[src/hw/cpu_config.svh]
`ifndef CPU_CONFIG_SVH
`define CPU_CONFIG_SVH

// datapath and instruction width
`define CPU_DATA_W 32

// register file depth
`define CPU_GPR_N 32

// spm word index width, 1024 words
`define CPU_SPM_AW 10

// first fetch address in words
`define CPU_RESET_PC 0

`endif
[src/hw/cpu_pkg.sv]
`include "cpu_config.svh"

package cpu_pkg;

    typedef logic [`CPU_DATA_W-1:0] word_t;
    typedef logic [`CPU_SPM_AW-1:0] pc_t;      // word address
    typedef logic [$clog2(`CPU_GPR_N)-1:0] reg_idx_t;

    // insn[31:26] opcode, [25:21] rd, [20:16] rs1, [15:11] rs2, [15:0] imm
    typedef enum logic [5:0] {
        OP_NOP  = 6'd0,
        OP_ADD  = 6'd1,
        OP_SUB  = 6'd2,
        OP_AND  = 6'd3,
        OP_OR   = 6'd4,
        OP_XOR  = 6'd5,
        OP_SHL  = 6'd6,
        OP_SHR  = 6'd7,
        OP_ADDI = 6'd8,
        OP_LDW  = 6'd9,
        OP_STW  = 6'd10,
        OP_BEQ  = 6'd11,
        OP_BNE  = 6'd12,
        OP_HALT = 6'd13
    } opcode_e;

    typedef enum logic [2:0] {
        ALU_ADD,
        ALU_SUB,
        ALU_AND,
        ALU_OR,
        ALU_XOR,
        ALU_SHL,
        ALU_SHR,
        ALU_PASS_B
    } alu_op_e;

    typedef enum logic [1:0] {
        MEM_NONE,
        MEM_LOAD,
        MEM_STORE
    } mem_op_e;

    localparam word_t NOP_INSN = '0;   // all-zero word is a nop

    typedef struct packed {
        pc_t   pc;
        word_t insn;
    } if_id_t;

    typedef struct packed {
        alu_op_e  alu_op;
        word_t    opa;
        word_t    opb;
        reg_idx_t rd;
        logic     we;
        mem_op_e  mem_op;
        word_t    st_data;
    } id_ex_t;

    typedef struct packed {
        word_t    result;
        reg_idx_t rd;
        logic     we;
        mem_op_e  mem_op;
        word_t    st_data;
    } ex_mem_t;

    typedef struct packed {
        reg_idx_t rd;
        logic     we;
        word_t    wdata;
    } mem_wb_t;

endpackage

[src/hw/decode_stage.sv]
`timescale 1ns/1ps
`include "cpu_config.svh"

module decode_stage import cpu_pkg::*; (
    input  logic     clk,
    input  logic     rst,
    input  logic     cpu_en,
    input  if_id_t   if_id,
    input  word_t    gpr_rdata0,
    input  word_t    gpr_rdata1,
    output reg_idx_t gpr_raddr0,
    output reg_idx_t gpr_raddr1,
    output logic     branch_taken,
    output pc_t      branch_target,
    output logic     halt_seen,
    output id_ex_t   id_ex
);

    opcode_e  op;
    reg_idx_t rd;
    reg_idx_t rs1;
    reg_idx_t rs2;
    word_t    imm_ext;
    logic     uses_rd;
    id_ex_t   id_ex_d;

    assign op      = opcode_e'(if_id.insn[31:26]);
    assign rd      = if_id.insn[25:21];
    assign rs1     = if_id.insn[20:16];
    assign rs2     = if_id.insn[15:11];
    assign imm_ext = {{16{if_id.insn[15]}}, if_id.insn[15:0]};

    // stores and branches take their second register from the rd field
    assign uses_rd    = (op == OP_STW) || (op == OP_BEQ) || (op == OP_BNE);
    assign gpr_raddr0 = rs1;
    assign gpr_raddr1 = uses_rd ? rd : rs2;

    assign branch_target = if_id.pc + 1'b1 + imm_ext[`CPU_SPM_AW-1:0];

    always_comb begin
        id_ex_d         = '0;
        id_ex_d.alu_op  = ALU_PASS_B;
        id_ex_d.opa     = gpr_rdata0;
        id_ex_d.opb     = gpr_rdata1;
        id_ex_d.rd      = rd;
        id_ex_d.mem_op  = MEM_NONE;
        id_ex_d.st_data = gpr_rdata1;
        branch_taken    = 1'b0;
        halt_seen       = 1'b0;
        case (op)
            OP_ADD: begin id_ex_d.alu_op = ALU_ADD; id_ex_d.we = 1'b1; end
            OP_SUB: begin id_ex_d.alu_op = ALU_SUB; id_ex_d.we = 1'b1; end
            OP_AND: begin id_ex_d.alu_op = ALU_AND; id_ex_d.we = 1'b1; end
            OP_OR:  begin id_ex_d.alu_op = ALU_OR;  id_ex_d.we = 1'b1; end
            OP_XOR: begin id_ex_d.alu_op = ALU_XOR; id_ex_d.we = 1'b1; end
            OP_SHL: begin id_ex_d.alu_op = ALU_SHL; id_ex_d.we = 1'b1; end
            OP_SHR: begin id_ex_d.alu_op = ALU_SHR; id_ex_d.we = 1'b1; end
            OP_ADDI, OP_LDW: begin
                id_ex_d.alu_op = ALU_ADD;
                id_ex_d.opb    = imm_ext;
                id_ex_d.we     = 1'b1;
                if (op == OP_LDW) id_ex_d.mem_op = MEM_LOAD;
            end
            OP_STW: begin
                id_ex_d.alu_op = ALU_ADD;   // base + offset
                id_ex_d.opb    = imm_ext;
                id_ex_d.mem_op = MEM_STORE;
            end
            OP_BEQ:  branch_taken = (gpr_rdata0 == gpr_rdata1);
            OP_BNE:  branch_taken = (gpr_rdata0 != gpr_rdata1);
            OP_HALT: halt_seen = 1'b1;
            default: ;   // nop and unknown opcodes
        endcase
    end

    always_ff @(posedge clk) begin
        if (rst) begin
            id_ex <= '0;
        end else if (cpu_en) begin
            id_ex <= id_ex_d;
        end
    end

endmodule

[config.mk]
export PLATFORM = sky130hd
export DESIGN_NAME = decode_stage
export DESIGN_NICKNAME = d
export VERILOG_FILES = /design/src/hw/cpu_pkg.sv /design/src/hw/decode_stage.sv
export VERILOG_INCLUDE_DIRS = /design/src /design/src/hw
export SDC_FILE = /design/constraint.sdc
export NUM_CORES = 1
export LEC_CHECK = 0
export BUFFER_PORTS_ARGS = -buffer_cell sky130_fd_sc_hd__buf_4
export CAP_MARGIN = 25
export CORE_MARGIN = 8
export CORE_UTILIZATION = 29
export DETAILED_ROUTE_END_ITERATION = 8
export PLACE_DENSITY = 0.58
export SLEW_MARGIN = 30
export SYNTH_ARGS = -nofsm -noshare
export SYNTH_HDL_FRONTEND = slang
export SYNTH_SLANG_ARGS = --single-unit
[constraint.sdc]
create_clock -name clk -period 3.5 [get_ports clk]
set_input_delay 0.175 -clock clk [delete_from_list [all_inputs] [get_ports clk]]
set_output_delay 0.175 -clock clk [all_outputs]
set_load 0.05 [all_outputs]
Word level (Yosys, flattened, before mapping)
Index checks and enable logic that the tools add are counted.
W data, S select, Z words.
{"block": "op_classes", "add_sub_neg": 2, "mux": 8, "reduce_logical": 6, "eq_ne": 15}
{"op": "$eq A6 B4 Y1 const B", "n": 6}
{"op": "$eq A32 B32 Y1", "n": 1}
{"op": "$mux W32", "n": 1}
{"op": "$ne A32 B32 Y1", "n": 1}
{"op": "$eq A6 B3 Y1 const B", "n": 4}
{"op": "$pmux W3 S7", "n": 1}
{"op": "$eq A6 B2 Y1 const B", "n": 2}
{"op": "$add A10 B1 Y10 const B", "n": 1}
{"op": "$add A10 B10 Y10", "n": 1}
{"op": "$reduce_or A9 Y1", "n": 1}
{"op": "$eq A6 B1 Y1 const B", "n": 1}
{"op": "$mux W5", "n": 1}
{"op": "$pmux W2 S2", "n": 1}
{"op": "$reduce_or A4 Y1", "n": 1}
{"op": "$mux W1", "n": 3}
{"op": "$reduce_or A3 Y1", "n": 1}
{"op": "$logic_or A1 B1 Y1", "n": 2}
{"op": "$pmux W1 S2", "n": 1}
{"op": "$reduce_or A2 Y1", "n": 1}
{"block": "totals", "word_cells": 38, "in_bits": 109, "register_bits": 107, "out_inout_bits": 129}

Longest topological paths before layout
{"block": "depth", "ltp_word": 4, "depth_mapped": 8, "ltp_nobuf": 8}

Least setup slack after synthesis
OpenSTA, ideal clock, no wires.
{"block": "synth_timing", "path_kind": "input -> output", "start": "in if_id[0] (netlist bit)", "end": "out branch_target[8]", "n_path_buf": 0, "cell_stages": 8, "required_time_ns": 3.325, "setup_slack_ns": 1.199, "arrival_time_ns": 2.126, "cell_sequence": "inv_1 -> ha_1 -> fa_1 -> nor2b_1 -> o21a_1 -> o21ai_0 -> a31oi_1 -> xor2_1"}
{"block": "synth_between", "elab_chain_cells": 1}
{"element": "start, declared", "line": "decode_stage.sv:8", "source": "input if_id_t if_id,"}
{"element": "$add A10 B10 Y10", "line": "decode_stage.sv:38", "source": "assign branch_target = if_id.pc + 1'b1 + imm_ext[`CPU_SPM_AW-1:0];"}
{"element": "end, declared", "line": "decode_stage.sv:14", "source": "output pc_t branch_target,"}
No other way between the ends.

Worst setup path in the final report
Same ends and word-level chain as after synthesis.

==> flow_summary.ini <==
[run_status]
status = completed

[pwr]
powerDensity_nw_per_um2 = 475
ir_drop_uv = 199
finalPower_w = 0.00342
p_leak_nw = 3.32

[clock_tree]
post-cts-setup-buffer-count = 0
cts_buffer_depth = 2
cts_root_buf = clkbuf_16
clock_latency_ns = 0.34
clkSlewWorstSetupHoldPaths_ns = 0.07
cts_tree = yes
htreeDepth = 3
cts.repair.resized = 0
cts_made_buffers = 9
ctsHoldBuffers = 0
cts.sinks = 107

[routing]
wl_per_cell_um = 18.7
routed_via_density = 4.71
wl_um = 18200
drc = 0
drtAntennaViolNets = 0
drt_iter0_drc = 223
drt_pass1_iterations = 4
vias = 4579

[timing]
slew_headroom = 0.423
fin_ws_ns = 1.33
period_needed_ns = 2.17
worst_pin_slew_ns = 0.863
hold_violations = 0
setup_tns_ns = 0
max_clock_freq_mhz = 460
setup_viol = 0
worst_hold_slack_ns = 0.0792
rsz0062_at_grt = no
drv_slew = 0
finClkSkew_ns = 0
period_share = 0.621

[layout]
largestRegisters = id_ex: 107 flops
top_register = id_ex
mostFrequentLayoutCell = buf_4
largest_reg_flops = 107
final_util = 0.418
layout_common_cells = buf_4 (231), nor2_1 (112), dfxtp_1 (107)
syn_to_final_growth_pct = 41.5
drive_above_1_share = 0.368
nets = 863
n_fill_cell = 1752
diodes = 0

[logic_synthesis]
ys_ff_latch = 107
synth-compound-area-share = 0.114
ys.flop_type = dfxtp_1
yosysUniqueCellTypes = 43
synth_edf_count = 0
avgSynthCellArea_sq_um = 9.33
async_flop_share = 0
synth_fa_ha_area_frac = 0.0261
synth_area_sq_um = 5080
synth_top_family_by_area = simple AND/OR/NAND/NOR gates
synthMuxAreaShare = 0.153
postSynthCellCount = 545
synth-xor-area-share = 0.0672
synthesis.nets = 664
synth-simple-area-share = 0.165
yosys_warnings = 0
yosysSeqAreaShare = 0.421

[global_routing]
track_usage = 0.161
first_global_vias = 4733
grt_pass1_wl_um = 27700
antenna_found_initial = 0
overflow = 0
grt_max_degree = 72

[setup_path]
worstPathRequired_ns = 3.32
crit_type = input pin to primary output
cpMostUsedCell = buf_4
endpoint_kind = primary output
r2r-start = id_ex[54]
r2r_cells = 2
critPathBufInv = 3
start_kind = input pin
slowest_delay_ns = 0.41
cp_top_family = adder cells
cp_max_fo = 3
reg2reg_slack_ns = 2.69
r2r_end = id_ex[54]
cpMaxStageDelayCell = fa_1
path_cells = buf_4 > inv_1 > ha_1 > fa_1 > nor2b_1 > o21a_1 > o21ai_0 > a31oi_1 > xor2_1 > buf_4
critical_path_arrival_ns = 2.00

[place]
place.gp.congestion = 0.860
dp_slack_ns = 1.35
port_buffers = 227
hpwlAfterDp_um = 14200

[floorplanning]
num_rows = 48
die_x_um = 148
fp.dieH_um = 148
core_sq_um = 17200
die_area_sq_um = 22000
io_pins = 238
initial_core_util = 0.295

[hold_path]
whs_endpoint = id_ex[36]
hp-start = if_id[22]
hold_path.class = input pin to flip-flop
whs_path_depth = 3

[job]
max_cap_violations = 0
[Yosys cell counts, types with 5 or more instances]
cell | instances | area share
a211oi_2 | 10 | 0.025
xnor2_1 | 36 | 0.062
dfxtp_1 | 107 | 0.42
nand2_1 | 22 | 0.016
a211oi_1 | 7 | 0.010
ha_1 | 9 | 0.022
nand4_1 | 11 | 0.014
clkbuf_1 | 21 | 0.016
nand3_1 | 19 | 0.019
inv_1 | 8 | 0.0059
a21oi_1 | 12 | 0.012
buf_2 | 11 | 0.011
buf_4 | 9 | 0.013
nor2_1 | 112 | 0.083
o21ai_0 | 6 | 0.0059
a21oi_2 | 10 | 0.017
nand2b_1 | 5 | 0.0062
mux2i_1 | 71 | 0.14
a311oi_1 | 16 | 0.028
mux2_2 | 6 | 0.013
[how the worst max path moves through the flow]
stage	start	endpoint	slack (ns)	cells past startpoint
after detailed placement	if_id[28]	id_ex[63]	1.35	5
final	if_id[0]	branch_target[8]	1.33	10
after global placement	if_id[3]	branch_target[9]	1.35	8
after global routing	if_id[0]	branch_target[8]	1.18	10
after CTS	if_id[0]	branch_target[8]	1.35	10
after floorplan	if_id[0]	branch_target[8]	1.20	8
[worst min-delay path, stage by stage]
cell and delay [ns]:
buf_4 0.08, mux2i_1 0.06, nor2_1 0.07
[power breakdown]
part / internal, W / switching (W)
logic: 0.000352 / 0.000657
clock network: 0.000623 / 0.000455
registers: 0.00129 / 0.0000402
total: 0.00227 / 0.00115
[through the flow]
stage / std cells / area, sq um
2_1_floorplan: 545 / 5080
3_3_place_gp: 958 / 6890
3_5_place_dp: 958 / 6890
4_1_cts: 973 / 7200
5_1_grt: 973 / 7200
6_report: 973 / 7200
[routing by layer]
metal	vias to the layer above	part of all wire	track usage	wire length, um
met2	154	0.47	0.270	8610
li1	2281	-	-	-
met5	-	0	0	0
met3	14	0.085	0.0547	1540
met4	0	0.010	0.0413	183
met1	2130	0.43	0.192	7830
[cell families after synthesis]
logic type                 count (synthesis)
adders and majority gates                 10
buffers and inverters                     53
muxes                                     77
AOI/OAI and AO/OA                         72
DFF                                      107
xor gates and xnor gates                  39
and+or+nand+nor                          187
[area by class of cell]
class	instances	area (sq um)	area share
Multi-Input combinational cell	385	2670	0.371
Sequential cell	107	2140	0.298
Timing Repair Buffer	233	1770	0.245
Tap cell	225	282	0.0391
Clock buffer	10	229	0.0318
Clock inverter	5	78.8	0.0110
Inverter	8	30.0	0.00417
(Power assumes the default switching activity.)
