<file path="config.mk">
export PLATFORM = sky130hd
export DESIGN_NAME = execute_stage
export DESIGN_NICKNAME = d
export VERILOG_FILES = /design/src/hw/cpu_pkg.sv /design/src/hw/execute_stage.sv
export VERILOG_INCLUDE_DIRS = /design/src /design/src/hw
export SDC_FILE = /design/constraint.sdc
export NUM_CORES = 1
export LEC_CHECK = 0
export ABC_AREA = 1
export BUFFER_PORTS_ARGS = -buffer_cell sky130_fd_sc_hd__buf_2
export CORE_ASPECT_RATIO = 0.9
export CORE_MARGIN = 1
export CORE_UTILIZATION = 35
export DETAILED_ROUTE_END_ITERATION = 8
export HOLD_SLACK_MARGIN = 0.05
export PLACE_DENSITY_LB_ADDON = 0.05
export SYNTH_ARGS = -nofsm -noshare
export SYNTH_HDL_FRONTEND = slang
export SYNTH_SLANG_ARGS = --single-unit
</file>
<file path="constraint.sdc">
create_clock -name clk -period 7.74 [get_ports clk]
set_input_delay 0.387 -clock clk [delete_from_list [all_inputs] [get_ports clk]]
set_output_delay 0.387 -clock clk [all_outputs]
set_load 0.02 [all_outputs]
</file>
<file path="src/hw/cpu_config.svh">
`ifndef CPU_CONFIG_SVH
`define CPU_CONFIG_SVH

// datapath and instruction width
`define CPU_DATA_W 32

// register file depth
`define CPU_GPR_N 32

// spm word index width, 1024 words
`define CPU_SPM_AW 10

// first fetch address in words
`define CPU_RESET_PC 0

`endif
</file>
<file path="src/hw/cpu_pkg.sv">
`include "cpu_config.svh"

package cpu_pkg;

    typedef logic [`CPU_DATA_W-1:0] word_t;
    typedef logic [`CPU_SPM_AW-1:0] pc_t;      // word address
    typedef logic [$clog2(`CPU_GPR_N)-1:0] reg_idx_t;

    // insn[31:26] opcode, [25:21] rd, [20:16] rs1, [15:11] rs2, [15:0] imm
    typedef enum logic [5:0] {
        OP_NOP  = 6'd0,
        OP_ADD  = 6'd1,
        OP_SUB  = 6'd2,
        OP_AND  = 6'd3,
        OP_OR   = 6'd4,
        OP_XOR  = 6'd5,
        OP_SHL  = 6'd6,
        OP_SHR  = 6'd7,
        OP_ADDI = 6'd8,
        OP_LDW  = 6'd9,
        OP_STW  = 6'd10,
        OP_BEQ  = 6'd11,
        OP_BNE  = 6'd12,
        OP_HALT = 6'd13
    } opcode_e;

    typedef enum logic [2:0] {
        ALU_ADD,
        ALU_SUB,
        ALU_AND,
        ALU_OR,
        ALU_XOR,
        ALU_SHL,
        ALU_SHR,
        ALU_PASS_B
    } alu_op_e;

    typedef enum logic [1:0] {
        MEM_NONE,
        MEM_LOAD,
        MEM_STORE
    } mem_op_e;

    localparam word_t NOP_INSN = '0;   // all-zero word is a nop

    typedef struct packed {
        pc_t   pc;
        word_t insn;
    } if_id_t;

    typedef struct packed {
        alu_op_e  alu_op;
        word_t    opa;
        word_t    opb;
        reg_idx_t rd;
        logic     we;
        mem_op_e  mem_op;
        word_t    st_data;
    } id_ex_t;

    typedef struct packed {
        word_t    result;
        reg_idx_t rd;
        logic     we;
        mem_op_e  mem_op;
        word_t    st_data;
    } ex_mem_t;

    typedef struct packed {
        reg_idx_t rd;
        logic     we;
        word_t    wdata;
    } mem_wb_t;

endpackage

</file>
<file path="src/hw/execute_stage.sv">
`timescale 1ns/1ps
`include "cpu_config.svh"

module execute_stage import cpu_pkg::*; (
    input  logic    clk,
    input  logic    rst,
    input  logic    cpu_en,
    input  id_ex_t  id_ex,
    output ex_mem_t ex_mem
);

    word_t result;

    always_comb begin
        case (id_ex.alu_op)
            ALU_ADD:    result = id_ex.opa + id_ex.opb;
            ALU_SUB:    result = id_ex.opa - id_ex.opb;
            ALU_AND:    result = id_ex.opa & id_ex.opb;
            ALU_OR:     result = id_ex.opa | id_ex.opb;
            ALU_XOR:    result = id_ex.opa ^ id_ex.opb;
            ALU_SHL:    result = id_ex.opa << id_ex.opb[4:0];
            ALU_SHR:    result = id_ex.opa >> id_ex.opb[4:0];   // logical
            ALU_PASS_B: result = id_ex.opb;
            default:    result = '0;
        endcase
    end

    always_ff @(posedge clk) begin
        if (rst) begin
            ex_mem <= '0;
        end else if (cpu_en) begin
            ex_mem.result  <= result;
            ex_mem.rd      <= id_ex.rd;
            ex_mem.we      <= id_ex.we;
            ex_mem.mem_op  <= id_ex.mem_op;
            ex_mem.st_data <= id_ex.st_data;
        end
    end

endmodule

</file>
Word-level counts from Yosys, hierarchy flattened
Cells that the tools add are included.
- register bits: 72
- bits in latches: 0
- RAM bits: 0
- bits in read-only memories: 0
- bits of input ports: 110
- output and inout port bits: 72
- word-level logic and storage cells: 21
- memories kept: 0
- add/sub/neg operators: 2
- multiply operators: 0
- div/mod/pow operators: 0
- $lt $le $gt $ge: 0
- eq/ne operators: 7
- shifts and indexed selects: 2
- multiplexer cells: 1
- bitwise gates (word level): 3
- reductions and logical operators: 1
- operator list (operator ; number):
    one-hot mux 32 bit (8 select lines) ; 1
    adder 32 bit ; 1
    bitwise AND 32 bit ; 1
    bitwise OR 32 bit ; 1
    << shifter 32 x 5 -> 32 bit ; 1
    right shift 32 x 5 -> 32 bit ; 1
    subtractor 32 bit ; 1
    bitwise XOR 32 bit ; 1
    == test 3 bit (second input constant) ; 4
    == test 3 x 2 -> 1 bit (second input constant) ; 2
    == test 3 x 1 -> 1 bit (second input constant) ; 1
    logical NOT 3 bit ; 1

Depth between registers and ports, before layout
Gate-level depths: netlist (run 1).
- depth after elaboration: 2
- depth in mapped cells: 25
- gate-level depth less buffers: 23

Least setup slack after synthesis (run 1)
OpenSTA, ideal clock, no wires.
- path type: input to register
- start: input id_ex[41] in the netlist's numbering
- end: register ex_mem[67] in the netlist's numbering
- library setup time: 0.117 ns
- data arrival time: 3.012 ns
- data required time: 7.623 ns
- setup slack: 4.611 ns
- stages: 22
- buffers on the path: 2
- path through: buf_4 inv_4 buf_2 ha_1 nand3_2 nor2_2 nand2_2 nor2_4 a21oi_2 a21oi_2 nand2_1 xor2_1 ha_1 nand2_1 nor2_1 and2_1 and2_1 nand2_1 a21oi_1 nor2_1 nor2_1 nor2_1
- longest elaborated chain between the ends: 2
- elaborated cells on any way between the ends: 5
- classes of those cells: 2 x add/sub; 2 x shift; 1 x mux
- ends and longest elaborated chain (item ; RTL line ; RTL):
    from (decl) ; execute_stage.sv:8 ; input id_ex_t id_ex,
    subtractor 32 bit, or another cell as far along ; execute_stage.sv:17 ; ALU_SUB: result = id_ex.opa - id_ex.opb;
    one-hot mux 32 bit (8 select lines) * ; execute_stage.sv:15 ; case (id_ex.alu_op)
    to (decl) ; execute_stage.sv:9 ; output ex_mem_t ex_mem
Mark *: on every way between the ends. The rest lies on a longest branch, timed or not.
A chain may end at the register's enable or synchronous reset.

Worst setup path after layout (run 1)
- start: input id_ex[41] in the netlist's numbering
- end: register ex_mem[59] in the netlist's numbering
Same word-level chain as after synthesis.

==> summary.md, run 1 <==
| Metric | Value |
|---|---|
| Count of nets left with antenna violations after detail routing | `0` |
| Final Slew Violations | `0` |
| Switching pwr | `~0.75 mW` |
| Setup violations, final | `0` |
| DPL Wire Length | `39,300 um` |
| Maximum single-stage delay on the critical path | `540 ps` |
| Number of buffers inserted by hold repair at cts | `0` |
| Routability-driven placement congestion ratio | `0.980` |
| Clock H-tree levels | `3` |
| Placed Cells incl. Taps | `approximately 2.5k` |
| Setup fix buffers added after clock tree synthesis | `0` |
| Synth Area per Inst | `5.53 sq um` |
| Area of all placed cells without fillers | `0.0122 sq mm` |
| I/O pin total | `182` |
| DRC violations left | `0` |
| Max Root-Sink Buffers | `2` |
| Cell class contributing the biggest share of worst-path delay | `simple AND/OR/NAND/NOR gates` |
| Clock tree from TritonCTS | `built` |
| Number of synthesized register bits | `72` |
| Worst setup path start | `id_ex[41]` |
| Tcrit/Tclk final | `between 50% and 60%` |
| Layout Cells excl Fill | `between 2k and 2.5k` |
| Setup Skew | `0 ps` |
| Routed vias/inst | `5.35` |
| Post-synthesis net count | `2,176` |
| Fraction of registers with async set/reset | `0%` |
| Most used flip-flop cell after synthesis | `dfxtp_1` |
| Number of flip-flops in the largest register | `around 70` |
| Share of layout cells above drive strength 1 | `12.9%` |
| Per-cell routed wire length | `19.5 um` |
| Top Registers | `ex_mem: 72 flops` |
| Power Dens Cells | `between 100 and 150 mW/mm^2` |
| Root buffer cell | `clkbuf_16` |
| Final-layout worst hold slack | `roughly 250 ps` |
| Slowest stage cell on the critical path | `inv_4` |
| CTS Buf Count | `9` |
| Number of DRC violations after detailed-routing iteration 0 | `~1.3k` |
| Required time of the critical path | `approximately 8000 ps` |
| Antenna fix cells | `0` |
| Maximum net fanout on the critical path | `61` |
| Initial antenna violation count | `0` |
| Combinational group share of total power | `around half` |
| Ranking of synthesized cells by area | `nand2_1 20%, nand3_1 16%, dfxtp_1 13%` |
| Vias in the first global route | `between 10k and 15k` |
| Proportion of netlist area held by the largest area contributor | `between 20 and 25%` |
| Global-route wire length before repair | `~74,000 um` |
| Std-Cell Core Area | `between 0.03 and 0.04 sq mm` |
| Synthesized instance count | `approximately 2.0k` |
| Switching portion of total power | `about 47%` |
| Cell taking the most area after synthesis | `nand2_1` |
| Internal | `about 0.86 mW` |
| Synthesized area | `0.0109 sq mm` |
| WP buf/inv | `4` |
| Leakage power | `roughly 6.6 nW` |
| Initial core utilization | `36.0%` |
| Clock slew at the register clock pins of the worst setup and hold paths | `roughly 70 ps` |
| Critical Path, Cell by Cell | `buf_2 > buf_4 > inv_4 > ha_1 > nand3_2 > nor2_2 > nand2_2 > nor2_4 > a21oi_2 > xor2_1 > ha_1 > nand2_1 > nor2_1 > inv_1 > nor2_1 > nand4_1 > nand4_1 > nand3_1 > nand2_1 > a21oi_1` |
| WP data arrival | `between 4000 and 5000 ps` |
| Clock power frac | `about 26%` |
| RSZ-0062 raised after global routing | `no` |
| Beginning of the worst register-to-register path | `ex_mem[56]` |
| PostCTS Resize Cnt | `0` |
| Launching element type of the critical path | `input pin` |
| Register with the most flip-flops | `ex_mem` |
| Leading cell types by count after synthesis | `583 x nand2_1, 338 x nand3_1, 235 x nor2_1` |
| Clock period minus final worst setup slack | `roughly 4200 ps` |
| Cell area after placement | `about 0.012 sq mm` |
| Largest net degree at the start of global routing | `96` |
| Chip width | `188 um` |
| Type of the setup path with the least slack | `input pin to flip-flop` |
| Outcome | `complete, no violations` |
| YS warnings | `0` |
| Hold path startpoint | `id_ex[23]` |
| Worst-case vdd ir drop | `~0.000098 V` |
| Net total in the final layout | `~2.3k` |
| Number of search-and-repair iterations in the first detailed-routing pass | `5` |
| Row count | `60` |
| Final TNS setup | `0 ps` |
| Hold/Removal Path Class | `input pin to flip-flop` |
| Rel. slew slack | `between 30% and 40%` |
| Final Hold Vio Count | `0` |
| Post-layout utilization of the core | `about two fifths` |
| Proportion of synthesized chip area in sequential cells | `13.3%` |
| Max Clock Freq | `239 MHz` |
| Vert. Die Dim | `169 um` |
| Clock sink count | `slightly above 70` |
| Total gr overflow | `0` |
| Power share of the sequential group | `approximately 26%` |
| Layout overhead on the synthesized area | `11.9%` |
| Total die area | `0.0318 sq mm` |
| Slew @ Worst Pin | `973 ps` |
| Count of distinct cell types in the synthesized netlist | `45` |
| Total Wirelength | `48,600 um` |
| Most numerous cell in the Yosys netlist | `nand2_1` |
| Number of enable-type register cells in the synthesized netlist | `0` |
| GRT Util Overall | `a little under a third` |
| Count of port buffers added during placement | `about 180` |
| Detailed-route via count | `roughly 13k` |
| Clock latency of the later-clocked register in the worst-skew pair | `approximately 350 ps` |
| Critical Path End Type | `flip-flop` |
| Max-cap violation count | `0` |
==> per-stage QoR <==
step,power [mW],setup slack (ps)
2_1_floorplan,0.934,4610
3_3_place_gp,1.20,3260
3_5_place_dp,1.20,3270
4_1_cts,1.62,3630
5_1_grt,1.73,3210
6_report,1.61,3550
==> cells in the final DEF (no fill, tap or decap), types with 6 or more instances in the layout <==
cell         n
nand2_1    583
nand4_1     14
dfxtp_1     72
inv_2       11
o21ai_0     94
buf_2      181
o2111ai_1   12
nor3_1       8
a211oi_1     6
ha_1        97
nor2_1     234
nand3_1    338
nand3b_1     6
inv_1      193
o21ai_1     12
and2_1       6
xor2_1      37
clkbuf_16    9
buf_4       11
nand2_2     27
a21oi_1     79
==> tightest hold or removal path, cell delays in order <==
cell	delay [ps]
buf_2	80
nor2_1	30
nor2_1	80
==> final cells by class <==
class                      count  area, sq um
inverter                     209          795
sequential                    72         1440
clock buffer                   9          225
clock inverter                 7         61.3
timing repair buffer         192          988
fill                        3550        18100
multi-input combinational   1600         8160
tap                          403          504
==> power groups by stage <==
stage	clock, mW	combinational, mW	sequential, mW
6_report	0.412	0.788	0.412
3_5_place_dp	0	0.779	0.421
2_1_floorplan	0	0.478	0.456
3_3_place_gp	0	0.778	0.419
4_1_cts	0.423	0.782	0.412
5_1_grt	0.438	0.876	0.416
==> per-layer routing <==
metal	track usage, %	up-vias	part of all wire (%)
met5	0	-	0
met4	12.5	0	4.0
li1	-	6633	-
met1	42.2	6061	46
met3	5.23	82	7.7
met2	46.4	563	42
==> logic make-up (layout without fill, tap and decap cells) <==
kind of cell               after synthesis  after routing  share of synthesized area, %
xor gates and xnor gates                38             38                          3.06
buffers and inverters                  296            417                          11.8
and+or+nand+nor                       1233           1233                          48.7
adders and majority gates               98             98                          11.3
AOI/OAI and AO/OA                      231            231                          11.9
DFF                                     72             72                          13.3
==> worst paths after layout <==
check               end  slack [ps]  cells after the start
max          ex_mem[59]        3550                     20
min          ex_mem[23]         250                      3
max reg2reg  ex_mem[56]        6960                      2
min reg2reg  ex_mem[42]         470                      2
No activity file was read; power rests on OpenSTA's default activity.
==> run 2, diff against run 1 <==
Clock period 7.74 ns to 3.74 ns, I/O delays scaled along.
==> summary.md, run 2 (synthesis results as in run 1) <==
| Metric | Value |
|---|---|
| Outcome | `complete, no violations` |
| RSZ-0062 raised after global routing | `no` |
| PostCTS Resize Cnt | `0` |
| Most common cell after layout, fill and taps aside | `nand2_1` |
| Total Wirelength | `around 50,000 um` |
| Required time of the critical path | `approximately 4000 ps` |
| Leakage power | `between 6 and 7 nW` |
| Critical Path End Type | `flip-flop` |
| Net total in the final layout | `approximately 2.3k` |
| Placed Cells incl. Taps | `~2.5k` |
| Slew @ Worst Pin | `slightly above 1000 ps` |
| Global-route wire length before repair | `between 70,000 and 80,000 um` |
| Clock slew at the register clock pins of the worst setup and hold paths | `70 ps` |
| Vert. Die Dim | `around 170 um` |
| Total die area | `~0.032 sq mm` |
| Clock latency of the later-clocked register in the worst-skew pair | `350 ps` |
| Launching element type of the critical path | `input pin` |
| Max-cap violation count | `0` |
| Slowest stage cell on the critical path | `ha_1` |
| Top Registers | `ex_mem: 72 flops` |
| Final-layout worst hold slack | `57.6 ps` |
| Sequential cell area | `0.00144 sq mm` |
| Smallest setup slack after layout | `approximately 730 ps` |
| Fillers | `between 3k and 4k` |
| Final Slew Violations | `0` |
| Hold/Removal Path Class | `input pin to flip-flop` |
| Vias in the first global route | `12.2k` |
| Type of the setup path with the least slack | `input pin to flip-flop` |
| WP data arrival | `3240 ps` |
| Maximum net fanout on the critical path | `5` |
| Setup violations, final | `0` |
| Final Hold Vio Count | `0` |
| Setup fix buffers added after clock tree synthesis | `0` |
| Final TNS setup | `0 ps` |
| Max Root-Sink Buffers | `2` |
| Clock period minus final worst setup slack | `about 3000 ps` |
| Share of layout cells above drive strength 1 | `a little over an eighth` |
| Total gr overflow | `0` |
| I/O pin total | `approximately 180` |
| Initial core utilization | `around 36%` |
| Rel. slew slack | `31.4%` |
| Count of port buffers added during placement | `roughly 180` |
| Max Clock Freq | `roughly 330 MHz` |
| Power Dens Cells | `around 270 mW/mm^2` |
| GRT Util Overall | `a little under a third` |
| Number of search-and-repair iterations in the first detailed-routing pass | `8` |
| Maximum single-stage delay on the critical path | `about 400 ps` |
| Top library cells by usage in the layout, fill and taps aside | `583 x nand2_1, 338 x nand3_1, 234 x nor2_1` |
| Tcrit/Tclk final | `between 80 and 90%` |
| Setup Skew | `0 ps` |
| CTS Buf Count | `9` |
| Layout Cells excl Fill | `2,513` |
| WP buf/inv | `1` |
| Clock H-tree levels | `3` |
| Initial antenna violation count | `0` |
| Flop-to-flop setup slack | `slightly below 3000 ps` |
| Number of DRC violations after detailed-routing iteration 0 | `1,380` |
| Clock tree from TritonCTS | `built` |
| Chip width | `approximately 190 um` |
| Critical Path, Cell by Cell | `buf_2 > nor2_2 > nand3_1 > nor2_4 > nand2_2 > nand2_4 > nand2_1 > a21oi_1 > xor2_1 > ha_1 > nand2_1 > nor2_1 > nand2_1 > nor3_1 > nand2_1 > a21oi_1 > nor2_1 > nor2_1 > nor2_1` |
| Layout overhead on the synthesized area | `13.5%` |
| Register with the most flip-flops | `ex_mem` |
| Worst-case vdd ir drop | `roughly 0.00022 V` |
| Std-Cell Core Area | `0.0303 sq mm` |
| Per-cell routed wire length | `~20 um` |
| Post-layout utilization of the core | `between 40% and 50%` |
| Clock sink count | `72` |
| Detailed-route via count | `around 13k` |
| Routability-driven placement congestion ratio | `~0.95` |
| Count of nets left with antenna violations after detail routing | `0` |
| Number of flip-flops in the largest register | `between 70 and 80` |
| Row count | `60` |
| Minimum setup slack after placement | `around 520 ps` |
| Cell class contributing the biggest share of worst-path delay | `simple AND/OR/NAND/NOR gates` |
| DPL Wire Length | `around 40,000 um` |
| DRC violations left | `0` |
| Multi-input combinational cell area | `0.00816 sq mm` |
| Routed vias/inst | `5.36` |
| Largest net degree at the start of global routing | `95` |
| Root buffer cell | `clkbuf_16` |
==> run 2: cell types whose count changed in the layout (fill, tap and decap cells not counted) <==
| cell | before | now |
|---|---|---|
| buf_4 | 11 | 24 |
| clkinv_4 | 1 | 2 |
| diode_2 | 0 | 1 |
| dlygate4sd3_1 | 0 | 7 |
| inv_6 | 3 | 1 |
| inv_8 | 2 | 3 |
==> run 2: worst min-delay path, delay by kind of cell <==
kind	cells	cell delay, ps
simple gates	2	120
buf+inv	1	80
==> run 2: area by class of cell <==
type	instances	share of cell area, %
Tap cell	403	4.08
Multi-Input combinational cell	1600	66.1
Timing Repair Buffer	212	9.36
Antenna cell	1	0.0203
Inverter	209	6.43
Sequential cell	72	11.7
Clock inverter	7	0.517
Clock buffer	9	1.82
==> run 2: layer usage <==
metal | up-vias | global-route usage, % | wire (um)
li1 | 6683 | - | -
met1 | 6178 | 43.3 | 23300
met2 | 558 | 49.4 | 21900
met3 | 45 | 4.14 | 3600
met4 | 0 | 6.75 | 884
met5 | - | 0 | 0
==> run 2: worst paths after layout <==
check                  start         end  cells past startpoint
setup / recovery   id_ex[44]  ex_mem[66]                     19
setup reg to reg  ex_mem[56]  ex_mem[56]                      2
hold / removal     id_ex[14]  ex_mem[14]                      3
hold reg to reg   ex_mem[42]  ex_mem[42]                      2
==> run 2: power by group <==
| group | leakage, nW | switching [mW] | internal, mW |
|---|---|---|---|
| Combinational | 5.97 | 1.16 | 0.502 |
| Sequential | 0.598 | 0.0257 | 0.827 |
| Clock | 0.136 | 0.389 | 0.463 |
| Total | 6.70 | 1.58 | 1.79 |
==> run 2: timing repair <==
| item | 4_1_cts | 5_1_grt |
|---|---|---|
| endpoints found under the hold margin | 7 | 0 |
| hold buffers | 7 | 0 |
| endpoints found under the setup margin | 0 | 0 |
==> run 2: metrics by stage <==
stage | power (mW) | area, sq um
after floorplan | 1.93 | 10900
after global placement | 2.50 | 12000
after detailed placement | 2.50 | 12000
after CTS | 3.37 | 12300
after global routing | 3.61 | 12300
final | 3.37 | 12300
