**src/hw/cpu_config.svh**
```systemverilog
`ifndef CPU_CONFIG_SVH
`define CPU_CONFIG_SVH

// datapath and instruction width
`define CPU_DATA_W 32

// register file depth
`define CPU_GPR_N 32

// spm word index width, 1024 words
`define CPU_SPM_AW 10

// first fetch address in words
`define CPU_RESET_PC 0

`endif
```
**src/hw/cpu_pkg.sv**
```systemverilog
`include "cpu_config.svh"

package cpu_pkg;

    typedef logic [`CPU_DATA_W-1:0] word_t;
    typedef logic [`CPU_SPM_AW-1:0] pc_t;      // word address
    typedef logic [$clog2(`CPU_GPR_N)-1:0] reg_idx_t;

    // insn[31:26] opcode, [25:21] rd, [20:16] rs1, [15:11] rs2, [15:0] imm
    typedef enum logic [5:0] {
        OP_NOP  = 6'd0,
        OP_ADD  = 6'd1,
        OP_SUB  = 6'd2,
        OP_AND  = 6'd3,
        OP_OR   = 6'd4,
        OP_XOR  = 6'd5,
        OP_SHL  = 6'd6,
        OP_SHR  = 6'd7,
        OP_ADDI = 6'd8,
        OP_LDW  = 6'd9,
        OP_STW  = 6'd10,
        OP_BEQ  = 6'd11,
        OP_BNE  = 6'd12,
        OP_HALT = 6'd13
    } opcode_e;

    typedef enum logic [2:0] {
        ALU_ADD,
        ALU_SUB,
        ALU_AND,
        ALU_OR,
        ALU_XOR,
        ALU_SHL,
        ALU_SHR,
        ALU_PASS_B
    } alu_op_e;

    typedef enum logic [1:0] {
        MEM_NONE,
        MEM_LOAD,
        MEM_STORE
    } mem_op_e;

    localparam word_t NOP_INSN = '0;   // all-zero word is a nop

    typedef struct packed {
        pc_t   pc;
        word_t insn;
    } if_id_t;

    typedef struct packed {
        alu_op_e  alu_op;
        word_t    opa;
        word_t    opb;
        reg_idx_t rd;
        logic     we;
        mem_op_e  mem_op;
        word_t    st_data;
    } id_ex_t;

    typedef struct packed {
        word_t    result;
        reg_idx_t rd;
        logic     we;
        mem_op_e  mem_op;
        word_t    st_data;
    } ex_mem_t;

    typedef struct packed {
        reg_idx_t rd;
        logic     we;
        word_t    wdata;
    } mem_wb_t;

endpackage

```
**src/hw/memory_stage.sv**
```systemverilog
`timescale 1ns/1ps
`include "cpu_config.svh"

module memory_stage import cpu_pkg::*; (
    input  logic                   clk,
    input  logic                   rst,
    input  logic                   cpu_en,
    input  ex_mem_t                ex_mem,
    output logic                   dmem_en,
    output logic                   dmem_we,
    output logic [`CPU_SPM_AW-1:0] dmem_addr,
    output word_t                  dmem_wdata,
    input  word_t                  dmem_rdata,
    output mem_wb_t                mem_wb,
    output logic                   misalign
);

    logic    access;
    logic    aligned;
    mem_wb_t wb_q;
    mem_op_e mem_op_q;

    assign access  = (ex_mem.mem_op != MEM_NONE);
    assign aligned = (ex_mem.result[1:0] == 2'b00);

    assign dmem_en    = cpu_en && access && aligned;
    assign dmem_we    = dmem_en && (ex_mem.mem_op == MEM_STORE);
    assign dmem_addr  = ex_mem.result[`CPU_SPM_AW+1:2];   // byte to word index
    assign dmem_wdata = ex_mem.st_data;

    always_ff @(posedge clk) begin
        if (rst) begin
            wb_q     <= '0;
            mem_op_q <= MEM_NONE;
            misalign <= 1'b0;
        end else if (cpu_en) begin
            wb_q.rd    <= ex_mem.rd;
            wb_q.we    <= ex_mem.we && (aligned || !access);   // drop suppressed load
            wb_q.wdata <= ex_mem.result;
            mem_op_q   <= ex_mem.mem_op;
            if (access && !aligned) misalign <= 1'b1;
        end
    end

    // load data arrives one cycle after the request
    always_comb begin
        mem_wb = wb_q;
        if (mem_op_q == MEM_LOAD) mem_wb.wdata = dmem_rdata;
    end

    // a suppressed load leaves its destination alone
    a_no_wb_on_misaligned_load: assert property (
        @(posedge clk) disable iff (rst)
        (cpu_en && ex_mem.mem_op == MEM_LOAD && !aligned) |=> !mem_wb.we);

endmodule

```
**config.mk**
```make
export PLATFORM = sky130hd
export DESIGN_NAME = memory_stage
export DESIGN_NICKNAME = d
export VERILOG_FILES = /design/src/hw/cpu_pkg.sv /design/src/hw/memory_stage.sv
export VERILOG_INCLUDE_DIRS = /design/src /design/src/hw
export SDC_FILE = /design/constraint.sdc
export NUM_CORES = 1
export LEC_CHECK = 0
export ABC_AREA = 1
export BUFFER_PORTS_ARGS = -buffer_cell sky130_fd_sc_hd__buf_2
export CAP_MARGIN = 0
export CORE_AREA = 2 2 56 111
export CTS_BUF_LIST = sky130_fd_sc_hd__clkbuf_16
export CTS_CLUSTER_DIAMETER = 60
export DETAILED_ROUTE_END_ITERATION = 7
export DIE_AREA = 0 0 58 113
export GPL_ROUTABILITY_DRIVEN = 0
export PLACE_DENSITY = 0.88
export SLEW_MARGIN = 30
export SYNTH_ARGS = -nofsm -noshare
export SYNTH_HDL_FRONTEND = slang
export SYNTH_SLANG_ARGS = --single-unit
```
**constraint.sdc**
```tcl
create_clock -name clk -period 3 [get_ports clk]
set_clock_uncertainty 0.2 [all_clocks]
set_input_delay 0.45 -clock clk [delete_from_list [all_inputs] [get_ports clk]]
set_output_delay 0.45 -clock clk [all_outputs]
set_load 0.05 [all_outputs]
```
# Yosys cells after proc, flatten, opt, wreduce, memory -nomap -nowiden
# Cells that the tools add are included.
[word_totals]
in_bits = 107
out_inout_bits = 83
regBits = 41
wordCells = 19
[classes]
n_eq_ne = 2
mux = 1
reduce_logical = 11
[op_table]
columns = ["op", "n"]
rows = [
  ["32-bit two-way mux", 1],
  ["1-bit logical AND", 5],
  ["2-bit by 1-bit equality test with 1-bit output (second input constant)", 1],
  ["2-bit equality test (second input constant)", 1],
  ["1-bit logical NOT", 2],
  ["2-bit logical NOT", 1],
  ["2-bit AND reduction", 1],
  ["2-bit nonzero test", 1],
  ["1-bit logical OR", 1],
]

# Depth between registers and ports, before layout
# Gate-level depths: netlist of run 1.
[depth]
word_depth = 4
depth_mapped = 6

# Worst setup path before layout of run 1
# Ideal clock, no wire load.
[synth_path]
path_type = "input port to output port"
start = "input port cpu_en"
end = "output port dmem_we"
path_slack_ns = 0.521
cell_stages = 4
required_time_ns = 2.350
n_path_buf = 2
arrival_ns = 1.829
path_cell_list = "buf_6 > buf_4 > nand2_1 > nor3_1"
[synth_between]
elab_chain_len = 3
[synth_rtl]
columns = ["item", "line_no", "rtl"]
rows = [
  ["from (decl)", "memory_stage.sv:7", "input logic cpu_en,"],
  ["1-bit logical AND (2 in a row)", "memory_stage.sv:26", "assign dmem_en = cpu_en && access && aligned;"],
  ["1-bit logical AND", "memory_stage.sv:27", "assign dmem_we = dmem_en && (ex_mem.mem_op == MEM_STORE);"],
  ["to (decl)", "memory_stage.sv:10", "output logic dmem_we,"],
]
# Every way passes these cells.

==> impl_metrics.yaml, run 1 <==
synthesis:
  netlist_area_mm2: 0.00233
  synth-seq-cells: 41
  synth-seq-area-share_pct: 35.2
  yosysWarnings: 0
  yosys.cell_types.count: 20
  syn-num-nets: 450
  synth.avg_cell_area_um2: 6.81
  synthCells: 343
clocking:
  max-clock-path-buffers: 2
  clk_latency_ns: 0.28
  cts_sinks: 41
  cts_buffers: 5
  cts_root_buf: "clkbuf_16"
  cts_setup_buffers: 0
  cts_tree: "yes"
  cts.reportedPaths.clkPinSlew_ns: 0.06
  cts_max_level: 2
  post_cts_resized: 0
  cts_hold_buf: 0
timing:
  min_period_ns: 2.27
  timing.final.ws_setup_ns: 0.735
  worstMarginPinSlew_ns: 0.611
  slew_headroom_pct: 59.1
  slew_violations: 0
  finalSetupViolCount: 0
  max_freq_mhz: 442
  rsz0062_at_grt: "no"
  tns_ns: 0
  post-route-period-util_pct: 75.5
  hold_viol: 0
die:
  rows: 39
  dieWidth_um: 58
  start_util_pct: 41.2
  die_y_um: 113
  ios: 190
  fp.dieArea_mm2: 0.00655
  core_mm2: 0.00566
critical_path:
  slowest_delay_ns: 0.44
  path_delay_family: "simple AND/OR/NAND/NOR gates"
  crit_top_cell: "nand2_1"
  cp_cell_sequence: "inv_2, nand2_2, nand2_1, nand2_1, buf_2"
  slowest_stage: "nand2_2"
  crit_type: "reg2out"
  endpoint_kind: "output pin"
  required_ns: 2.35
  start_kind: "flop"
  critPathMaxFanout: 33
  cp_num_buf_inv: 2
  worstPathArrival_ns: 1.62
worst_hold_path:
  hp-class: "in2reg"
route:
  route.met3.wl_um: 396
  wl_per_cell_um: 13.5
  viasPerCell: 5.03
  drt_iter0_markers: 90
  first_pass_iters: 4
  drc_errors: 0
  drtAntennaViolNets: 0
  dr_wl_met2_um: 3420
  drt-met1-wl_um: 2130
  drt_wl_total_um: 6330
  top_layer: "met4"
  num_vias: 2355
pwr:
  ir_drop_uv: 495
  power_w: 0.00155
  p_leak_nw: 1.49
  power_density_mw_per_mm2: 579
finish:
  final_common_cell: "buf_2"
  layout_common_cells: "buf_2, nand2_1, nor2_1"
  fin_nets: 514
  fin_cells: 468
  layout-drive-gt1-share_pct: 36.1
  syn2layout_area_growth_pct: 14.5
  antenna_cells: 0
  fin_util_pct: 47.2
global_route:
  grt_pass1_wl_um: 9770
  grt_max_degree: 40
  first_global_vias: 2249
  grt-ovfl-total: 0
  antenna_found_initial: 0
  gr-usage-all-layers_pct: 19.0
run:
  maxCapViolCount: 0
place:
  dp.cells: 461
  place_hpwl_um: 4580
  dp_slack_ns: 1.02
  place.port_buffers: 125
run_status:
  status: "finished clean"
==> logic make-up after synthesis <==
kind of cell	share of synthesized area [%]
AO/OA/AOI/OAI	9.81
AND/OR/NAND/NOR	31.1
flip-flops	35.2
buffers and inverters	23.9
==> synth_stat cells, drive strengths merged <==
cell type | n | area [um^2]
inv | 10 | 40.1
nand3 | 32 | 160
clkbuf | 2 | 7.51
nand2 | 68 | 258
nor2 | 75 | 304
buf | 69 | 510
dfxtp | 41 | 821
nor3 | 1 | 5.00
o21ai | 39 | 195
a21oi | 6 | 33.8
==> layout make-up <==
| cell class | count | area, um^2 |
|---|---|---|
| fill | 587 | 2990 |
| multi-input combinational | 221 | 956 |
| sequential | 41 | 821 |
| timing repair buffer | 128 | 648 |
| clock buffer | 5 | 125 |
| tap | 61 | 76.3 |
| inverter | 10 | 40.0 |
| clock inverter | 2 | 7.51 |
==> registers in the layout, summed over array words and instances, names as in the netlist <==
name      count
wb_q         32
mem_op_q      2
misalign      1
mem_wb        6
==> through the flow <==
step	instance area [um^2]	hold WS [ns]
6_report	2670	0.192
4_1_cts	2670	0.185
2_1_floorplan	2330	0.245
5_1_grt	2670	0.189
3_5_place_dp	2540	0.265
3_3_place_gp	2540	0.236
==> worst paths after layout <==
check                           start                       end  slack (ns)  depth (start not counted)
min reg2reg     misalign$_SDFFE_PP0P_     misalign$_SDFFE_PP0P_        0.27                          2
max          mem_op_q[1]$_SDFFE_PP0P_                 mem_wb[4]        0.73                          5
max reg2reg  mem_op_q[0]$_SDFFE_PP0P_  mem_op_q[0]$_SDFFE_PP0P_        1.76                          3
min                               rst     misalign$_SDFFE_PP0P_        0.19                          2
==> routing by layer <==
layer | vias to the layer above | GRT usage (%)
li1 | 1157 | -
met1 | 1063 | 18.4
met2 | 94 | 34.2
met3 | 41 | 3.31
met4 | 0 | 14.0
met5 | - | 0
==> where the power goes <==
part | switching (W) | total [W] | internal [W]
combinational | 0.000340 | 0.000460 | 0.000119
clock | 0.000188 | 0.000485 | 0.000297
sequential | 0.0000187 | 0.000602 | 0.000583
Note: power is estimated with default switching activity, not from simulation.
==> run 2, diff against run 1 <==
- CORE_AREA: 2 2 56 111 -> 2 2 58 115
- DIE_AREA: 0 0 58 113 -> 0 0 60 117
- PLACE_DENSITY: 0.88 -> 0.82
- clock period: 3 -> 2.2 ns (I/O delays scaled with it)
==> run 2 against run 1 <==
  * Critical path depth did not move
  * Global-route usage down 3.1 points
  * Setup slack got worse by 0.53 ns
  * Clock power increased by 44%
  * Sequential power rose by 36%
  * Utilization fell by 3.0 points
  * Combinational power up 37%
  * Register-to-register slack got worse by 0.61 ns
  * Critical path type unchanged
  * Largest power group unchanged
==> impl_metrics.yaml, run 2 (synthesis gave the netlist of run 1 again) <==
run_status:
  status: "finished clean"
critical_path:
  critPathMaxFanout: 26
  cp_num_buf_inv: 3
  crit_type: "reg2out"
  endpoint_kind: "output pin"
  slowest_stage: "dfxtp_1"
  rr_startpoint: "mem_op_q[0]$_SDFFE_PP0P_"
  start_kind: "flop"
  cp_cell_sequence: "inv_2, buf_4, nand3_1, nand2_1, buf_2"
  required_ns: 1.67
  path_delay_family: "buffers and inverters"
  worstPathArrival_ns: 1.47
  setup.worst_path.start: "mem_op_q[1]$_SDFFE_PP0P_"
  slowest_delay_ns: 0.32
place:
  place_hpwl_um: 4130
  dp_slack_ns: 0.482
  place.port_buffers: 125
worst_hold_path:
  hp-class: "in2reg"
  min_from: "rst"
die:
  fp.dieArea_mm2: 0.00702
  die_y_um: 117
  core_mm2: 0.00621
  rows: 41
  ios: 190
  dieWidth_um: 60
  start_util_pct: 37.6
finish:
  fin_util_pct: 44.3
  fin_nets: 516
  final_common_cell: "buf_2"
  layout-drive-gt1-share_pct: 37.3
  layout_common_cells: "buf_2, nand2_1, nor2_1"
  final.fill_count: 684
  antenna_cells: 0
  top_register: "wb_q"
  syn2layout_area_growth_pct: 17.7
  largest_register_ffs: 32
timing:
  tns_ns: 0
  post-route-period-util_pct: 90.9
  slew_headroom_pct: 67.0
  worstMarginPinSlew_ns: 0.495
  slew_violations: 0
  min_period_ns: 2.00
  timing.final.ws_setup_ns: 0.200
  rsz0062_at_grt: "no"
  finalSetupViolCount: 0
  hold_viol: 0
  max_freq_mhz: 500
route:
  num_vias: 2241
  drtAntennaViolNets: 0
  drt_wl_total_um: 5670
  drt_iter0_markers: 107
  drc_errors: 0
  viasPerCell: 4.52
  first_pass_iters: 4
  wl_per_cell_um: 11.4
pwr:
  p_int_w: 0.00138
  power_density_mw_per_mm2: 783
  p_clk_share_pct: 32.6
  p_comb_share_pct: 29.3
  ir_drop_uv: 505
  pwr-share-seq_pct: 38.1
  p_sw_share_pct: 35.8
  power_w: 0.00215
  p_leak_nw: 1.50
  p_sw_w: 0.000771
clocking:
  clk_latency_ns: 0.27
  cts_setup_buffers: 0
  cts_buffers: 5
  cts.reportedPaths.clkPinSlew_ns: 0.06
  cts_max_level: 2
  post_cts_resized: 0
  max-clock-path-buffers: 2
  cts_sinks: 41
  cts_hold_buf: 0
  cts_tree: "yes"
  cts_root_buf: "clkbuf_16"
run:
  maxCapViolCount: 0
global_route:
  antenna_found_initial: 0
  gr-usage-all-layers_pct: 15.9
  grt_pass1_wl_um: 8720
  grt_max_degree: 40
  first_global_vias: 1987
  grt-ovfl-total: 0
## run 2: final timing paths
kind | endpoint | slack [ns] | cells after the start
worst max register to register | mem_op_q[0]$_SDFFE_PP0P_ | 1.15 | 3
worst max-delay path | mem_wb[9] | 0.20 | 5
worst min-delay path | mem_op_q[1]$_SDFFE_PP0P_ | 0.07 | 2
worst min register to register | misalign$_SDFFE_PP0P_ | 0.26 | 2
## run 2: area by class of cell
class | instances | area [um^2] | area share (%)
Multi-Input combinational cell | 221 | 961 | 35.0
Inverter | 10 | 40.0 | 1.46
Clock buffer | 5 | 125 | 4.55
Timing Repair Buffer | 130 | 676 | 24.6
Clock inverter | 3 | 17.5 | 0.638
Tap cell | 86 | 108 | 3.92
Sequential cell | 41 | 821 | 29.9
## run 2: power by group through the flow
stage,Clock [W],Sequential (W),Combinational (W)
floorplan,0,0.000833,0.000646
global placement,0,0.000834,0.000629
detailed placement,0,0.000836,0.000631
CTS,0.000723,0.000820,0.000634
global route,0.000744,0.000826,0.000679
finish,0.000700,0.000820,0.000630
## run 2: metal layers
metal / global-route usage [%] / part of all wire [%] / up-vias
met1: 18.5 / 44 / 952
met4: 4.74 / 1.0 / 0
met2: 27.7 / 46 / 117
met5: 0 / 0 / -
li1: - / - / 1164
met3: 4.51 / 9.3 / 8
## run 2: stage by stage
step                hold WS, ns  cells  area, um^2
floorplan                 0.199    343        2340
global placement          0.245    488        2610
detailed placement        0.248    488        2610
CTS                      0.0618    496        2750
global route             0.0651    496        2750
finish                   0.0680    496        2750
==> run 3, diff against run 2 <==
- ABC_AREA: 1 -> default
- PLACE_DENSITY: 0.82 -> 0.83
==> run 3 against run 2 <==
  * Die area unchanged
  * Critical path depth shrank 1
  * Clock-buffer cell count did not move
  * Utilization grew 1.9 points
  * Non-clock buffer count is the same
  * Hold slack improved by 0.022 ns
  * Clock power up 14%
  * Via count decreased by 21%
  * Final area grew 4.3%
  * Final cell count is 22% lower
  * Sequential share of layout area shrank 1.2 points
  * Total power rose by 2.7%
  * Largest power group unchanged
==> impl_metrics.yaml, run 3 <==
run_status:
  status: "finished clean"
clocking:
  cts_setup_buffers: 0
  max-clock-path-buffers: 2
  cts_buffers: 5
  clk_latency_ns: 0.27
  cts_tree: "yes"
  cts.reportedPaths.clkPinSlew_ns: 0.06
  cts_sinks: 41
  cts_max_level: 2
  cts_root_buf: "clkbuf_16"
route:
  viasPerCell: 4.62
  drt_iter0_markers: 55
  drc_errors: 0
  wl_per_cell_um: 12.7
  first_pass_iters: 2
  drtAntennaViolNets: 0
  drt_wl_total_um: 4900
  num_vias: 1779
worst_hold_path:
  hp-class: "in2reg"
  min_from: "ex_mem[55]"
timing:
  tns_ns: 0
  max_freq_mhz: 475
  slew_headroom_pct: 62.5
  worstMarginPinSlew_ns: 0.563
  min_period_ns: 2.10
  slew_violations: 0
  hold_viol: 0
  finalSetupViolCount: 0
  post-route-period-util_pct: 95.7
  rsz0062_at_grt: "no"
  timing.final.ws_setup_ns: 0.0952
finish:
  layout_common_cells: "buf_2, dfxtp_1, mux2i_1, nor2_1, mux2_4"
  layout-drive-gt1-share_pct: 57.9
  antenna_cells: 0
  top_register: "wb_q"
  fin_cells: 385
  final_common_cell: "buf_2"
  largest_register_ffs: 32
  fin_nets: 405
  final_design_area_no_fill_mm2: 0.00287
  syn2layout_area_growth_pct: 20.3
synthesis:
  synthFlopType: "dfxtp_1"
  synth.avg_cell_area_um2: 10.7
  synth-seq-area-share_pct: 34.5
  netlist_area_mm2: 0.00238
  synth.area.top_cells: "dfxtp_1, mux2_4, buf_4"
  synth_edf_count: 0
  syn-num-nets: 329
  synth-seq-cells: 41
  synthTopCellsByCount: "buf_4, dfxtp_1, mux2i_1, nor2_1, mux2_4"
  netlist.area_leader.share_pct: 34.5
  synthCells: 222
  yosysWarnings: 0
  yosys.cell_types.count: 20
  synth_top_area_cell: "dfxtp_1"
  yosysMostFrequentCell: "buf_4"
  synthArstFlopShare_pct: 0
run:
  maxCapViolCount: 0
global_route:
  grt_busiest_layer: "met2"
  gr-usage-met1_pct: 14.4
  grt_max_degree: 32
  grt_use_met2_pct: 24.7
  antenna_found_initial: 0
  met3_usage_pct: 6.37
  first_global_vias: 1670
  gr-usage-all-layers_pct: 14.0
  grt-ovfl-total: 0
  grt_pass1_wl_um: 7560
place:
  dp_slack_ns: 0.326
  place_hpwl_um: 3970
  place.port_buffers: 125
  dpl-instance-area_mm2: 0.00270
  dp.cells: 377
pwr:
  pwr-share-seq_pct: 36.7
  power_w: 0.00221
  power_density_mw_per_mm2: 771
  p_clk_share_pct: 36.1
  p_comb_share_pct: 27.1
  p_leak_nw: 1.52
  p_sw_w: 0.000671
  p_int_w: 0.00154
  p_sw_share_pct: 30.4
  ir_drop_uv: 523
critical_path:
  required_ns: 1.67
  start_kind: "flop"
  worstPathArrival_ns: 1.57
  critPathMaxFanout: 17
  endpoint_kind: "output pin"
  rr_startpoint: "mem_wb[32]$_SDFFE_PP0P_"
  crit_type: "reg2out"
  setup.worst_path.start: "mem_op_q[0]$_SDFFE_PP0P_"
die:
  ios: 190
  start_util_pct: 38.4
  core_mm2: 0.00621
  rows: 41
  fp.dieArea_mm2: 0.00702
  dieWidth_um: 60
  die_y_um: 117
run 3: timing repair:
item,in CTS,in global routing
hold buffers,0,0
setup endpoints to repair,0,17
resized for setup,0,1
run 3: cell type report:
class	instances	area, um^2
repair buffers	130	679
multi-input cells	119	1090
flip-flops and latches	41	821
well taps	86	108
clock inverters	3	41.3
clock buffers	5	125
inverters	1	3.75
fillers	558	3340
run 3: routing by layer:
metal	routed length, um	share of wire (%)	vias up
li1	-	-	848
met1	1890	39	768
met2	2260	46	157
met3	689	14	6
met4	59	1.2	0
met5	0	0	-
run 3: worst max-delay path, cell delays in order, from the launching register on:
cell	delay (ns)
dfxtp_1	0.33
nor2b_4	0.19
buf_6	0.25
mux2_4	0.32
buf_2	0.21
run 3: power groups by stage:
stage | clock network, W | logic (W) | registers (W)
2_1_floorplan | 0 | 0.000640 | 0.000825
3_3_place_gp | 0 | 0.000595 | 0.000826
3_5_place_dp | 0 | 0.000603 | 0.000827
4_1_cts | 0.000824 | 0.000604 | 0.000812
5_1_grt | 0.000851 | 0.000638 | 0.000818
6_report | 0.000798 | 0.000599 | 0.000812
run 3: through the flow:
step	hold WS, ns	utilization [%]
6_report	0.0895	46.2
2_1_floorplan	0.256	-
4_1_cts	0.0854	46.1
3_5_place_dp	0.243	43.4
5_1_grt	0.108	46.2
3_3_place_gp	0.232	43.4
run 3: logic make-up (layout without fill, tap and decap cells):
kind of cell           count (synthesis)  after routing  synth area share [%]
multiplexers                          71             71                  36.3
AO/OA/AOI/OAI                          4              4                 0.998
AND/OR/NAND/NOR                       44             44                  7.88
buffers and inverters                 62            139                  20.4
flip-flops                            41             41                  34.5
run 3: path summary, 6_finish.rpt:
kind | end | slack, ns | cells after the start
worst max-delay path | mem_wb[6] | 0.1 | 4
worst max register to register | mem_wb[32]$_SDFFE_PP0P_ | 1.15 | 2
worst min register to register | misalign$_SDFFE_PP0P_ | 0.26 | 2
worst min-delay path | wb_q[15]$_SDFFE_PP0P_ | 0.09 | 3
